`src/include/ldpc_defines.svh`:
```
`ifndef LDPC_DEFINES_SVH
`define LDPC_DEFINES_SVH

//////////////////////////////
// decoder geometry
//////////////////////////////
`define LDPC_P          4     // lanes per row
`define LDPC_ROWDEPTH   5     // rows per layer
`define LDPC_P_LAST     2     // valid lanes in last row
`define LDPC_LLR_W      8     // signed llr width
`define LDPC_ROW_W      3     // row address width
`define LDPC_ITR_W      2     // iteration counter width

//////////////////////////////
// schedule
//////////////////////////////
// wait after a layer's last row, 3 cycle read-to-write plus one spare
`define LDPC_PIPESTAGES 4
`define LDPC_MAXITRS    3     // iterations per run

//////////////////////////////
// host register map, word addresses
//////////////////////////////
`define LDPC_ADR_CTRL   8'h40 // bit 0 write = start
`define LDPC_ADR_STAT   8'h41 // bit 0 = ready

`endif

```
`src/design/ldpc_pkg.sv`:
```
`include "ldpc_defines.svh"

package ldpc_pkg;

  // plain vectors with meaning
  typedef logic signed [`LDPC_LLR_W-1:0] llr_t;           // one llr
  typedef logic [`LDPC_ROW_W-1:0] row_t;                  // row address within a layer
  typedef logic [`LDPC_P-1:0] lane_mask_t;                // one bit per lane
  typedef logic [`LDPC_P*`LDPC_LLR_W-1:0] llr_vec_t;      // full row, lane 0 at lsb

  // address generation fsm
  typedef enum logic [2:0] {
    INIT,
    LYR0,
    LYR0_WAIT,
    LYR1,
    LYR1_WAIT
  } sched_state_t;

  // control word riding along with the lane data
  typedef struct packed {
    row_t       row;  // write-back row
    logic       lyr;  // write-back layer, selects e bank
    lane_mask_t en;   // lanes allowed to write
  } rcu_ctl_t;

endpackage

```
`src/design/ext_mem.sv`:
```
`timescale 1ns/1ns
`include "ldpc_defines.svh"

// extrinsic storage, bank per layer
module ext_mem (
  input  logic                   clk,
  input  ldpc_pkg::row_t         rd_row,
  input  logic                   rd_lyr,
  input  ldpc_pkg::lane_mask_t   rd_en,
  output ldpc_pkg::llr_vec_t     rd_data,
  input  ldpc_pkg::rcu_ctl_t     wr_ctl,
  input  ldpc_pkg::llr_vec_t     wr_data
);

  localparam int W = `LDPC_LLR_W;

  ldpc_pkg::llr_vec_t mem [2*`LDPC_ROWDEPTH];  // layer 0 rows, then layer 1

  always_ff @(posedge clk) begin
    for (int i = 0; i < `LDPC_P; i++) begin
      // gated lanes read as zero
      rd_data[i*W +: W] <= rd_en[i] ? mem[rd_lyr*`LDPC_ROWDEPTH + rd_row][i*W +: W] : '0;
      if (wr_ctl.en[i])
        mem[wr_ctl.lyr*`LDPC_ROWDEPTH + wr_ctl.row][i*W +: W] <= wr_data[i*W +: W];
    end
  end

endmodule

```
`src/design/layer_sched.sv`:
```
`timescale 1ns/1ns
`include "ldpc_defines.svh"

// walks rows of layer 0, waits out the pipe, then layer 1, for all iterations
module layer_sched (
  input  logic                   clk,
  input  logic                   rst,
  input  logic                   start,
  input  logic                   loaden,
  output logic                   ready,
  output logic                   rd_l,
  output ldpc_pkg::row_t         row,
  output logic                   lyr,
  output ldpc_pkg::lane_mask_t   rd_e,
  output ldpc_pkg::lane_mask_t   lane_en
);

  localparam int PCNT_W = $clog2(`LDPC_PIPESTAGES);
  localparam ldpc_pkg::row_t LAST_ROW = ldpc_pkg::row_t'(`LDPC_ROWDEPTH - 1);
  // only the low P_LAST lanes carry data in the last row
  localparam ldpc_pkg::lane_mask_t LAST_MASK =
    ldpc_pkg::lane_mask_t'((1 << `LDPC_P_LAST) - 1);

  ldpc_pkg::sched_state_t  state;
  logic [PCNT_W-1:0]       pcnt;     // pipe wait counter
  logic [`LDPC_ITR_W-1:0]  itr;      // iteration counter

  //////////////////////////////
  // lane enables
  //////////////////////////////
  always_comb begin
    if (!rd_l)
      lane_en = '0;
    else if (row == LAST_ROW)
      lane_en = LAST_MASK;
    else
      lane_en = '1;
  end

  // e memory holds garbage from earlier runs, so skip it in iteration 0
  assign rd_e = (itr == '0) ? '0 : lane_en;

  //////////////////////////////
  // state and counters
  //////////////////////////////
  always_ff @(posedge clk) begin
    if (rst || loaden) begin  // load aborts like a reset
      state <= ldpc_pkg::INIT;
      ready <= 1'b0;
      rd_l  <= 1'b0;
      itr   <= '0;
      lyr   <= 1'b0;
      pcnt  <= '0;
      row   <= '0;
    end else begin
      case (state)
        ldpc_pkg::INIT: begin
          if (start) begin
            state <= ldpc_pkg::LYR0;
            ready <= 1'b0;
            rd_l  <= 1'b1;  // first row read next cycle
            itr   <= '0;
            lyr   <= 1'b0;
            pcnt  <= '0;
            row   <= '0;
          end
        end
        ldpc_pkg::LYR0, ldpc_pkg::LYR1: begin
          if (row < LAST_ROW) begin
            row <= row + 1'b1;
          end else begin
            rd_l  <= 1'b0;  // layer issued, drain the lanes
            pcnt  <= '0;
            state <= (state == ldpc_pkg::LYR0) ? ldpc_pkg::LYR0_WAIT : ldpc_pkg::LYR1_WAIT;
          end
        end
        ldpc_pkg::LYR0_WAIT: begin
          if (pcnt < PCNT_W'(`LDPC_PIPESTAGES - 1)) begin
            pcnt <= pcnt + 1'b1;
          end else begin
            state <= ldpc_pkg::LYR1;
            lyr   <= 1'b1;
            rd_l  <= 1'b1;
            row   <= '0;
          end
        end
        ldpc_pkg::LYR1_WAIT: begin
          if (pcnt < PCNT_W'(`LDPC_PIPESTAGES - 1)) begin
            pcnt <= pcnt + 1'b1;
          end else begin
            lyr <= 1'b0;
            row <= '0;
            if (itr < `LDPC_ITR_W'(`LDPC_MAXITRS - 1)) begin
              itr   <= itr + 1'b1;  // next iteration, back to layer 0
              state <= ldpc_pkg::LYR0;
              rd_l  <= 1'b1;
            end else begin
              state <= ldpc_pkg::INIT;
              ready <= 1'b1;        // run done
            end
          end
        end
        default: state <= ldpc_pkg::INIT;
      endcase
    end
  end

endmodule

```
`src/design/ldpc_dec_top.sv`:
```
`timescale 1ns/1ns
`include "ldpc_defines.svh"

module ldpc_dec_top (
  input  logic         clk,
  input  logic         rst,
  input  logic         cyc,
  input  logic         stb,
  input  logic         we,
  input  logic [7:0]   adr,
  input  logic [31:0]  dat_w,
  output logic [31:0]  dat_r,
  output logic         ack
);

  // host side
  logic                          ready, loaden, start, host_we;
  ldpc_pkg::row_t                host_row;
  logic [$clog2(`LDPC_P)-1:0]    host_lane;
  ldpc_pkg::llr_t                host_wdata, host_rdata;
  // scheduler
  logic                          rd_l, lyr;
  ldpc_pkg::row_t                row;
  ldpc_pkg::lane_mask_t          rd_e, lane_en;
  // datapath
  ldpc_pkg::llr_vec_t            l_rd, e_rd, l_wb, e_wb;
  ldpc_pkg::rcu_ctl_t            ctl_q, wb_ctl;

  wb_host_if u_host (
    .clk(clk), .rst(rst), .cyc(cyc), .stb(stb), .we(we), .adr(adr),
    .dat_w(dat_w), .dat_r(dat_r), .ack(ack), .ready(ready),
    .host_rdata(host_rdata), .host_we(host_we), .host_row(host_row),
    .host_lane(host_lane), .host_wdata(host_wdata), .loaden(loaden), .start(start)
  );

  layer_sched u_sched (
    .clk(clk), .rst(rst), .start(start), .loaden(loaden), .ready(ready),
    .rd_l(rd_l), .row(row), .lyr(lyr), .rd_e(rd_e), .lane_en(lane_en)
  );

  //////////////////////////////
  // memories and lanes
  //////////////////////////////
  llr_mem u_lmem (
    .clk(clk), .host_we(host_we), .host_row(host_row), .host_lane(host_lane),
    .host_wdata(host_wdata), .host_rdata(host_rdata), .rd(rd_l), .rd_row(row),
    .rd_data(l_rd), .wr_ctl(wb_ctl), .wr_data(l_wb)
  );

  ext_mem u_emem (
    .clk(clk), .rd_row(row), .rd_lyr(lyr), .rd_en(rd_e), .rd_data(e_rd),
    .wr_ctl(wb_ctl), .wr_data(e_wb)
  );

  // control lines up with registered memory data
  always_ff @(posedge clk) begin
    if (rst)
      ctl_q <= '0;
    else
      ctl_q <= '{row: row, lyr: lyr, en: lane_en};
  end

  rcu_pipe u_rcu (
    .clk(clk), .rst(rst), .l_in(l_rd), .e_in(e_rd), .ctl_in(ctl_q),
    .l_out(l_wb), .e_out(e_wb), .wb_ctl(wb_ctl)
  );

endmodule

```
`src/design/llr_mem.sv`:
```
`timescale 1ns/1ns
`include "ldpc_defines.svh"

// channel llr storage, one row per address
module llr_mem (
  input  logic                             clk,
  input  logic                             host_we,
  input  ldpc_pkg::row_t                   host_row,
  input  logic [$clog2(`LDPC_P)-1:0]       host_lane,
  input  ldpc_pkg::llr_t                   host_wdata,
  output ldpc_pkg::llr_t                   host_rdata,
  input  logic                             rd,
  input  ldpc_pkg::row_t                   rd_row,
  output ldpc_pkg::llr_vec_t               rd_data,
  input  ldpc_pkg::rcu_ctl_t               wr_ctl,
  input  ldpc_pkg::llr_vec_t               wr_data
);

  localparam int W = `LDPC_LLR_W;

  ldpc_pkg::llr_vec_t mem [`LDPC_ROWDEPTH];

  //////////////////////////////
  // write and read ports
  //////////////////////////////
  always_ff @(posedge clk) begin
    // decoder write-back, per lane
    for (int i = 0; i < `LDPC_P; i++) begin
      if (wr_ctl.en[i])
        mem[wr_ctl.row][i*W +: W] <= wr_data[i*W +: W];
    end
    // host last, wins a same-lane clash
    if (host_we)
      mem[host_row][host_lane*W +: W] <= host_wdata;

    if (rd)
      rd_data <= mem[rd_row];  // decoder read, data next cycle
    host_rdata <= mem[host_row][host_lane*W +: W];
  end

endmodule

```
`src/design/rcu_pipe.sv`:
```
`timescale 1ns/1ns
`include "ldpc_defines.svh"

// row of lanes, two register stages, control travels alongside
module rcu_pipe (
  input  logic                 clk,
  input  logic                 rst,
  input  ldpc_pkg::llr_vec_t   l_in,
  input  ldpc_pkg::llr_vec_t   e_in,
  input  ldpc_pkg::rcu_ctl_t   ctl_in,
  output ldpc_pkg::llr_vec_t   l_out,
  output ldpc_pkg::llr_vec_t   e_out,
  output ldpc_pkg::rcu_ctl_t   wb_ctl
);

  localparam int W = `LDPC_LLR_W;
  localparam logic signed [W:0] MAXV = (1 <<< (W - 1)) - 1;  // +127
  localparam logic signed [W:0] MINV = -(1 <<< (W - 1));     // -128

  ldpc_pkg::rcu_ctl_t ctl_s1;

  // clamp one extra bit back into llr range
  function automatic ldpc_pkg::llr_t sat(input logic signed [W:0] x);
    if (x > MAXV)
      return MAXV[W-1:0];
    else if (x < MINV)
      return MINV[W-1:0];
    return x[W-1:0];
  endfunction

  //////////////////////////////
  // lanes
  //////////////////////////////
  for (genvar i = 0; i < `LDPC_P; i++) begin : g_lane
    ldpc_pkg::llr_t    l_old, e_old, d_q, e_new, e_q, l_q;
    logic signed [W:0] diff, sum;

    assign l_old = l_in[i*W +: W];
    assign e_old = e_in[i*W +: W];
    assign diff  = l_old - e_old;     // strip old extrinsic
    assign e_new = d_q >>> 1;         // stand-in update, half of d
    assign sum   = d_q + e_new;

    always_ff @(posedge clk) begin
      d_q <= sat(diff);  // stage 1
      e_q <= e_new;      // stage 2
      l_q <= sat(sum);
    end

    assign l_out[i*W +: W] = l_q;
    assign e_out[i*W +: W] = e_q;
  end

  // control pipe, cleared so nothing writes back out of reset
  always_ff @(posedge clk) begin
    if (rst) begin
      ctl_s1 <= '0;
      wb_ctl <= '0;
    end else begin
      ctl_s1 <= ctl_in;
      wb_ctl <= ctl_s1;
    end
  end

endmodule

```
`src/design/wb_host_if.sv`:
```
`timescale 1ns/1ns
`include "ldpc_defines.svh"

// wishbone classic slave, llr window plus ctrl and status
module wb_host_if (
  input  logic                         clk,
  input  logic                         rst,
  input  logic                         cyc,
  input  logic                         stb,
  input  logic                         we,
  input  logic [7:0]                   adr,
  input  logic [31:0]                  dat_w,
  output logic [31:0]                  dat_r,
  output logic                         ack,
  input  logic                         ready,
  input  ldpc_pkg::llr_t               host_rdata,
  output logic                         host_we,
  output ldpc_pkg::row_t               host_row,
  output logic [$clog2(`LDPC_P)-1:0]   host_lane,
  output ldpc_pkg::llr_t               host_wdata,
  output logic                         loaden,
  output logic                         start
);

  localparam int W = `LDPC_LLR_W;
  localparam int LANE_W = $clog2(`LDPC_P);

  logic req;      // new cycle, not yet acked
  logic in_win;   // address inside llr window
  logic sel_llr;  // read phase selects
  logic sel_stat;

  //////////////////////////////
  // address decode
  //////////////////////////////
  assign req        = cyc & stb & ~ack;
  assign in_win     = adr < 8'(`LDPC_ROWDEPTH * `LDPC_P);
  assign host_row   = ldpc_pkg::row_t'(adr / `LDPC_P);  // word = row*P + lane
  assign host_lane  = LANE_W'(adr % `LDPC_P);
  assign host_wdata = dat_w[W-1:0];
  assign host_we    = req & we & in_win;

  // ack and strobes one cycle after the request is seen
  always_ff @(posedge clk) begin
    if (rst) begin
      ack      <= 1'b0;
      loaden   <= 1'b0;
      start    <= 1'b0;
      sel_llr  <= 1'b0;
      sel_stat <= 1'b0;
    end else begin
      ack      <= req;
      loaden   <= host_we;  // any llr write aborts a run
      start    <= req & we & (adr == `LDPC_ADR_CTRL) & dat_w[0];
      sel_llr  <= req & ~we & in_win;
      sel_stat <= req & ~we & (adr == `LDPC_ADR_STAT);
    end
  end

  //////////////////////////////
  // read mux, valid with ack
  //////////////////////////////
  always_comb begin
    if (sel_llr)
      dat_r = {{(32-W){host_rdata[W-1]}}, host_rdata};  // sign extend
    else if (sel_stat)
      dat_r = {31'b0, ready};
    else
      dat_r = '0;  // unmapped
  end

endmodule

```
`config.mk`:
```
export PLATFORM = sky130hd
export DESIGN_NAME = ldpc_dec_top
export DESIGN_NICKNAME = d
export VERILOG_FILES = /design/src/design/ldpc_pkg.sv /design/src/design/ext_mem.sv /design/src/design/layer_sched.sv /design/src/design/ldpc_dec_top.sv /design/src/design/llr_mem.sv /design/src/design/rcu_pipe.sv /design/src/design/wb_host_if.sv
export VERILOG_INCLUDE_DIRS = /design/src /design/src/include
export SDC_FILE = /design/constraint.sdc
export NUM_CORES = 1
export LEC_CHECK = 0
export ABC_AREA = 1
export BUFFER_PORTS_ARGS = -buffer_cell sky130_fd_sc_hd__buf_4
export CAP_MARGIN = 20
export CORE_UTILIZATION = 55
export DETAILED_ROUTE_END_ITERATION = 7
export HOLD_SLACK_MARGIN = 0.03
export PLACE_DENSITY_LB_ADDON = 0.12
export SLEW_MARGIN = 20
export SYNTH_ARGS = -nofsm -noshare
export SYNTH_HDL_FRONTEND = slang
export SYNTH_SLANG_ARGS = --single-unit
```
`constraint.sdc`:
```
create_clock -name clk -period 3.25 [get_ports clk]
set_clock_uncertainty 0.2 [all_clocks]
set_input_delay 0.4875 -clock clk [delete_from_list [all_inputs] [get_ports clk]]
set_output_delay 0.4875 -clock clk [all_outputs]
set_load 0.01 [all_outputs]
```
* Yosys cells after proc, flatten, opt, wreduce, memory -nomap -nowiden *
Memory sizes are Yosys's and may differ from the RTL's. A register that Yosys moved wholly into a read port is not among the register bits.
Index checks and enable logic that the tools add are counted.

word-level totals
  latch bits = 0
  word-level logic and storage cells = 207
  memories = 2
  ROM bits = 0
  RAM bits = 480
  input bits = 45
  flip-flop bits (word level) = 174

memory list
  memory      depth  width  read ports  clocked after Yosys merged registers in  wr ports  RTL line       source
  u_emem.mem  10     32     1           0                                        1         ext_mem.sv:17  ldpc_pkg::llr_vec_t mem [2*`LDPC_ROWDEPTH];
  u_lmem.mem  5      32     2           1                                        2         llr_mem.sv:21  ldpc_pkg::llr_vec_t mem [`LDPC_ROWDEPTH];

operators by class
  add/sub/neg operators = 14
  $mul = 2
  shift operators = 3
  div/mod/pow operators = 0
  order comparisons = 20
  bitwise operators = 11
  reduce and logical (&&, ||, !) cells = 16
  mux-type cells = 85
  equal/unequal tests = 16

operator list
  kind                                                                             number
  8-bit two-way mux                                                                24
  9-bit by 8-bit greater-than comparator with 1-bit output, second input constant  8
  9-bit by 8-bit < comparator with 1-bit output, second input constant             8
  32-bit two-way mux                                                               2
  8-bit by 7-bit adder with 9-bit output                                           4
  1-bit two-way mux                                                                36
  8-bit by 8-bit subtractor with 9-bit output                                      4
  5-bit negator with 34-bit output                                                 1
  8-bit by 34-bit variable shift with 32-bit output, first input constant          1
  8-bit by 34-bit variable part select with 32-bit output                          1
  32-bit by 6-bit variable part select with 8-bit output                           1
  3-bit two-way mux                                                                8
  4-bit AND reduction                                                              6
  8-bit by 7-bit equality test with 1-bit output, second input constant            2
  4-bit two-way mux                                                                3
  2-bit != test, second input constant                                             6
  3-bit case mux with 4 select lines                                               1
  2-bit two-way mux                                                                5
  1-bit AND                                                                        9
  3-bit case mux with 3 select lines                                               1
  4-bit by 3-bit adder with 4-bit output                                           2
  8-bit by 5-bit < comparator with 1-bit output, second input constant             1
  1-bit by 3-bit multiplier with 4-bit output, second input constant               2
  3-bit by 2-bit equality test with 1-bit output, second input constant            2
  21 further kinds                                                                 29

* Logic depth before layout (Yosys ltp) *
Gate-level depths: netlist of the first run.

  depth in word-level cells = 6
  depth in mapped cells = 12

* Cells and area by module *
From an unflattened synthesis of the first run, not the netlist that was laid out.

unflattened totals
  cell total of the unflattened synthesis = 3745
  area total of the unflattened synthesis = 33101.7 sq um

modules (own cells, without submodules)
  module        cells an instance  instances  area each (sq um)
  ext_mem       1391               1          14609.0
  llr_mem       1378               1          11250.8
  rcu_pipe      725                1          5531.6
  layer_sched   137                1          897.1
  wb_host_if    89                 1          581.8
  ldpc_dec_top  25                 1          231.5

* Worst setup path before layout of the first run *
OpenSTA, ideal clock, no wires.

  path type = input -> register
  from = in adr[0]
  to = mem u_lmem.mem[2][31] (netlist name) (data pin)
  required time = 2904 ps
  setup slack = 649 ps
  arrival time = 2254 ps
  cell stages on the path = 8
  path through = buf_4 > inv_2 > buf_1 > ha_1 > buf_2 > nor3_2 > nand2_1 > o21ai_1

RTL lines
  item         RTL line            source
  from (decl)  ldpc_dec_top.sv:10  input logic [7:0] adr,
  to (decl)    llr_mem.sv:21

==> Implementation_results.wiki, run 1 <==
{| class="wikitable"
! Metric !! Value
|-
| Async set-reset flop share out of synthesis || 0%
|-
| Deepest clock path buffer count || 3
|-
| Share of post-route cells with drive strength above 1 || 13.4%
|-
| Count of flip-flops with a built-in enable after synthesis || 472
|-
| Row count || 84
|-
| Static power due to leakage || 0.0136 uW
|-
| Maximum number of pins on one net before global-route repair || 86
|-
| Utilization of the core after routing || 62.9%
|-
| Port Buffers || 53
|-
| Worst hold-check path type || in2reg
|-
| NumNets Final || 3211
|-
| Antenna diodes || 0
|-
| Total global-route track usage || between 20% and 30%
|-
| Via count of the first global-routing pass || just over 20000
|-
| Cell breakdown of the critical path || buf_4, inv_2, buf_4, nor2_1, o21ai_0, a31oi_1
|-
| Top-level I/O count || 78
|-
| Number of antenna violations at the first check in global routing || 0
|-
| Post-CTS clock slew at the launch and capture registers of the worst setup and hold paths || 0.06 ns
|-
| P&R area growth vs syn || 12.1%
|-
| TritonCTS buffer count || between 60 and 70
|-
| Area enclosed by the die boundary || 55100 um2
|-
| Worst vdd ir || between 500 and 600 uV
|-
| Post-detailed-placement half-perimeter wirelength || roughly 49 mm
|-
| Critical path peak fanout || 46
|-
| Commonest cells after routing, fill and taps aside || nand2_1, edfxtp_1, inv_1
|-
| Status || finished, final reports clean
|-
| Final-layout setup total negative slack || 0 ns
|-
| Worst setup EP type || register
|-
| Synth area leaders || edfxtp_1, dfxtp_1, nand2_1, inv_1, ha_1
|-
| Mapped cell area || 29800 um2
|-
| Global route overflow || 0
|-
| Setup violations, final || 0
|-
| Max-slew headroom || 32.8%
|-
| Residual antenna-violating net count after detailed routing || 0
|-
| Maximum operating frequency || roughly 0.36 GHz
|-
| Synth Register Bits || approximately 640
|-
| Die span in y || 235 um
|-
| Most frequent CP cell || buf_4
|-
| Leading area contributor after synthesis || edfxtp_1
|-
| Dominant register cell in the synthesized netlist || edfxtp_1
|-
| Pwr/cell area || 815 nW/um2
|-
| Transition time of the tightest slew-check pin || 1.01 ns
|-
| Worst path required time || between 3 and 4 ns
|-
| Starting density of the core || 56.1%
|-
| Wirelength, routed || 76.0 mm
|-
| Number of DRC markers in iteration 0 || approximately 1900
|-
| Gpl congestion || ~0.88
|-
| Post-Syn Instances || 2993
|-
| Average wire length per cell after detail routing || between 15 and 20 um
|-
| Arr. time, crit path || 2.92 ns
|-
| Maximum level of the CTS H-tree || 3
|-
| Floorplan Core Area || roughly 53000 um2
|-
| Clock latency at the later pin of the worst-skew pair || 0.60 ns
|-
| Most common cell after layout, fill and taps aside || nand2_1
|-
| TritonCTS clock tree || built
|-
| Worst Setup Path Type || reg2reg
|-
| Clock tree root driver cell || clkbuf_16
|-
| Yosys warning count || 0
|-
| Max-slew violation total from the final report || 0
|-
| Clock net sink count || about 640
|-
| DRT Pass-1 Iters || 7
|-
| Crit path largest cell delay || 0.54 ns
|-
| Share of the cycle needed by the critical path after routing || 85.8%
|-
| Final critical delay including setup and external delays || about 2.8 ns
|-
| Number of hold violations in the final report || 0
|-
| Fraction of the yosys area taken by sequential cells || roughly three fifths
|-
| Startpoint Class || register
|-
| Mapped Avg Cell Area || 9.95 um2
|-
| Wire length of the first global-routing pass || 116 mm
|-
| Die W || about 230 um
|-
| Via count normalized by instance count || around 5.7
|-
| Count of distinct cell types in the synthesized netlist || 48
|-
| Critical-path top delay cell || buf_4
|-
| Hold slack || 0.0679 ns
|-
| Mapped Nets || roughly 3100
|-
| Number of vias in the routed layout || 21900
|-
| Post-route DRC || 0
|-
| Fraction of post-synthesis cell area in the top cell type by area || between 40% and 50%
|-
| Maxcap violations || 0
|-
| Unrepaired setup endpoints after global routing || false
|}
## cells in the mapped netlist, drive strengths merged, types with 3 or more instances
master    n
mux2i    28
a21oi   167
edfxtp  472
nand3b   12
clkinv    3
nor3     13
nand3   101
fa        8
or2       8
dfxtp   164
a31oi    32
xor2     25
inv     270
ha       75
a21o      8
o21ai   326
buf      94
clkbuf   57
o211ai   97
nand2   733
nand4    31
nor2    258
## registers in the layout, summed over array words and instances, names as in the netlist, 8 cells and up
register / flops
u_emem.mem: 280
u_rcu.g_lane.d_q: 32
u_rcu.g_lane.e_q: 28
u_rcu.g_lane.l_q: 32
u_emem.rd_data: 28
u_lmem.host_rdata: 8
u_lmem.rd_data: 32
u_lmem.mem: 160
## timing repair
item                      4_1_cts  5_1_grt
resized for setup               0        0
hold buffers                    2        0
hold endpoints to repair        2        0
setup buffers                   0        0
## routing by layer
layer / up-vias / track usage [%] / wire (um)
met5: - / 0 / 0
met4: 0 / 10.2 / 2290
li1: 10400 / - / -
met3: 161 / 3.87 / 6550
met2: 947 / 44.3 / 35300
met1: 10400 / 37.9 / 31900
## through the flow
step	setup slack [ns]	total power, uW	instances	cell area, um2
final	0.463	27200	3825	33400
after global routing	0.392	28800	3825	33400
after CTS	0.469	27200	3825	33400
after detailed placement	0.542	19600	3701	31200
after global placement	0.572	19300	3701	31200
after floorplan	0.649	17200	2993	29800
## worst paths after layout
path / from / endpoint / slack [ns] / depth (start not counted)
hold reg to reg: u_rcu.g_lane[2].d_q[5] / u_rcu.g_lane[2].e_q[4] / 0.19 / 0
setup / recovery: u_sched.row[1] / u_lmem.rd_data[3] / 0.46 / 6
hold / removal: rst / ctl_q[7] / 0.07 / 2
setup reg to reg: u_sched.row[1] / u_lmem.rd_data[3] / 0.46 / 6
## kinds of logic (layout without fill, tap and decap cells)
kind of cell	after synthesis	in the layout	share of synthesized area (%)
and+or+nand+nor	1161	1161	16.6
adders and majority gates	83	83	3.69
xor gates and xnor gates	27	27	0.794
AOI/OAI and AO/OA	634	634	12.8
muxes	28	28	0.941
DFF	636	636	58.6
buffers and inverters	424	568	6.55
## worst max-delay path, delay by kind of cell (launching register included)
| kind | cells | cell delay [ns] |
|---|---|---|
| AND/OR/NAND/NOR | 1 | 0.12 |
| flip-flops | 1 | 0.33 |
| buffers and inverters | 3 | 1.28 |
| AO/OA/AOI/OAI | 2 | 0.53 |
## report_power, final
part / internal, uW / switching, uW
registers: 10400 / 1140
clock network: 4470 / 3170
logic: 2920 / 5080
## final cells by class
| class | instances | area [um2] |
|---|---|---|
| clock inverter | 25 | 278 |
| clock buffer | 97 | 1920 |
| sequential | 636 | 17500 |
| timing repair buffer | 173 | 1400 |
| tap | 688 | 861 |
| fill | 4147 | 19700 |
| inverter | 273 | 1040 |
| multi-input combinational | 1933 | 10400 |
(Power assumes the default switching activity.)
==> inputs of run 2 (changes only) <==
--- a/config.mk
+++ b/config.mk
@@ -9,7 +9,10 @@
 export ABC_AREA = 1
 export BUFFER_PORTS_ARGS = -buffer_cell sky130_fd_sc_hd__buf_4
 export CAP_MARGIN = 20
-export CORE_UTILIZATION = 55
+export CELL_PAD_IN_SITES_DETAIL_PLACEMENT = 0
+export CELL_PAD_IN_SITES_GLOBAL_PLACEMENT = 1
+export CORE_ASPECT_RATIO = 1.1
+export CORE_UTILIZATION = 50
 export DETAILED_ROUTE_END_ITERATION = 7
 export HOLD_SLACK_MARGIN = 0.03
 export PLACE_DENSITY_LB_ADDON = 0.12
==> run 2 against run 1 <==
Compared with the run above: worst hold slack got worse by 0.0094 ns; combinational power up 3.7%; highest routed layer is now met5; non-clock buffer count unchanged; critical endpoint is now dat_r[13].
==> Implementation_results.wiki, run 2 (same netlist as run 1, synthesis figures left out) <==
{| class="wikitable"
! Metric !! Value
|-
| Status || finished, final reports clean
|-
| Via count of the first global-routing pass || 20700 (-0.092%)
|-
| Clock tree root driver cell || clkbuf_16
|-
| Maximum operating frequency || 0.374 GHz (+4.1%)
|-
| Worst Setup Path Type || reg2out
|-
| Part of the total power dissipated in sequential elements || 42.2% (-0.3 points)
|-
| Deepest clock path buffer count || 3 (unchanged)
|-
| Maxcap violations || 0 (unchanged)
|-
| Max-slew violation total from the final report || 0 (unchanged)
|-
| Registers with the most flip-flops || u_emem.mem (280), u_lmem.mem (160)
|-
| Commonest cells after routing, fill and taps aside || nand2_1, edfxtp_1, inv_1
|-
| Max reg flops || 280 (unchanged)
|-
| Top reg by flops || u_emem.mem
|-
| Final critical delay including setup and external delays || 2.68 ns (-0.111 ns)
|-
| Post-CTS clock slew at the launch and capture registers of the worst setup and hold paths || 0.06 ns (about the same)
|-
| Number of vias in the routed layout || 21400 (-2.3%)
|-
| Power dissipated by switching net loads || 9670 uW (+3.0%)
|-
| Pwr/cell area || 818 nW/um2 (+0.38%)
|-
| Global route overflow || 0 (unchanged)
|-
| Gpl congestion || 0.869 (-0.80%)
|-
| Share of post-route cells with drive strength above 1 || 13.5% (+0.087 points)
|-
| Worst setup EP type || output port
|-
| Total setup buffers inserted after CTS || 0 (unchanged)
|-
| Final Instance Count excl. Fillers || 3899 (+1.9%)
|-
| TritonCTS buffer count || 67 (+1.5%)
|-
| Number of hold violations in the final report || 0 (unchanged)
|-
| Count of placed standard cells including taps || 3773 (+1.9%)
|-
| Clock net sink count || 636 (unchanged)
|-
| Setup violations, final || 0 (unchanged)
|-
| Antenna diodes || 0 (unchanged)
|-
| Clock latency at the later pin of the worst-skew pair || 0.60 ns (about the same)
|-
| Port Buffers || 53 (unchanged)
|-
| Row count || 93 (+11%)
|-
| Max-slew headroom || 48.7% (+16 points)
|-
| Via count normalized by instance count || 5.49 (-4.2%)
|-
| Most common cell after layout, fill and taps aside || nand2_1
|-
| Starting density of the core || 50.7% (-5.4 points)
|-
| Cells resized by post-CTS repair || 0 (unchanged)
|-
| Combinational share of power || 30.3% (+0.9 points)
|-
| Static power due to leakage || 0.0136 uW (about the same)
|-
| Final-layout setup total negative slack || 0 ns (unchanged)
|-
| Transition time of the tightest slew-check pin || 0.769 ns (-0.239 ns)
|-
| TritonCTS clock tree || built
|-
| Maximum number of pins on one net before global-route repair || 118 (+37%)
|-
| Top-level I/O count || 78 (unchanged)
|-
| Internal power || 17700 uW (-0.69%)
|-
| Die W || 235 um (unchanged)
|-
| Die span in y || 258 um (+9.9%)
|-
| Critical path peak fanout || 25 (-46%)
|-
| Number of DRC markers in iteration 0 || 1455 (-24%)
|-
| Share of the cycle needed by the critical path after routing || 82.4% (-3.4 points)
|-
| Number of antenna violations at the first check in global routing || 3 (+3)
|-
| Worst path required time || 2.56 ns (-0.82 ns)
|-
| Post-detailed-placement half-perimeter wirelength || 52.3 mm (+6.7%)
|-
| Residual antenna-violating net count after detailed routing || 0 (unchanged)
|-
| Wire length of the first global-routing pass || 119 mm (+2.4%)
|-
| Startpoint Class || register
|-
| DRT Pass-1 Iters || 5 (-2)
|-
| NumNets Final || 3212 (+0.031%)
|-
| Fraction of power spent switching nets || 35.3% (+0.83 points)
|-
| Wirelength, routed || 77.5 mm (+1.9%)
|-
| Average wire length per cell after detail routing || 19.9 um (about the same)
|-
| Post-route DRC || 0 (unchanged)
|-
| Floorplan Core Area || 58800 um2 (+11%)
|-
| Maximum level of the CTS H-tree || 3 (unchanged)
|-
| Worst vdd ir || 441 uV (-18%)
|-
| Area enclosed by the die boundary || 60500 um2 (+9.9%)
|-
| P&R area growth vs syn || 12.3%
|-
| Worst hold-check path type || in2reg
|-
| Hold buffer count at CTS || 2 (unchanged)
|-
| Arr. time, crit path || 1.99 ns (-0.93 ns)
|-
| Clock network fraction of design power || 27.4% (-0.7 points)
|-
| Unrepaired setup endpoints after global routing || false
|-
| Total global-route track usage || 25.8% (-1.7 points)
|}
run 2: cell types whose count changed in the layout (fill, tap and decap cells not counted), sizes merged:
| cell | before | now |
|---|---|---|
| bufinv | 4 | 1 |
| clkinvlp | 1 | 2 |
| clkinv | 22 | 25 |
| inv | 271 | 272 |
run 2: per-stage QoR:
step                      utilization [%]  cell area [um2]  hold slack [ns]  worst slack (ns)  power [uW]
after floorplan                         -            29800            0.159             0.649       17200
after global placement               53.2            31300            0.174             0.682       19700
after detailed placement             53.2            31300            0.174             0.681       19900
after CTS                            56.9            33500           0.0322             0.531       27500
after global routing                 56.9            33500           0.0563             0.458       29000
final                                56.9            33500           0.0585             0.574       27400
run 2: final cells by class:
class	instances	area [um2]
clock inverter	27	195
tap	760	951
multi-input combinational	1933	10400
inverter	273	1040
sequential	636	17500
fill	5016	25300
timing repair buffer	173	1420
clock buffer	97	1980
run 2: worst paths after layout:
| path | end | depth (start not counted) | start | slack, ns |
|---|---|---|---|---|
| min | ctl_q[6] | 2 | rst | 0.06 |
| min reg2reg | u_rcu.g_lane[3].e_q[5] | 0 | u_rcu.g_lane[3].d_q[6] | 0.18 |
| max | dat_r[13] | 3 | u_host.sel_llr | 0.57 |
| max reg2reg | u_emem.mem[3][4] | 8 | u_rcu.wb_ctl[5] | 0.74 |
run 2: metal layers:
metal,share of wire [%],GRT usage [%],vias to the layer above
li1,-,-,10400
met1,43,33.6,10200
met2,48,43.7,617
met3,5.6,3.31,144
met4,3.4,10.5,4
met5,0.030,0,-
run 2: worst max-delay path: stages (launching register included):
cell	delay [ns]
dfxtp_1	0.46
nand2_1	0.18
inv_1	0.51
buf_4	0.24
run 2: power by group through the flow:
stage	sequential (uW)	combinational, uW	clock (uW)
finish	11600	8300	7510
global route	11700	9380	7930
CTS	11600	8300	7600
detailed placement	11700	8220	0
global placement	11700	8060	0
floorplan	11300	5980	0
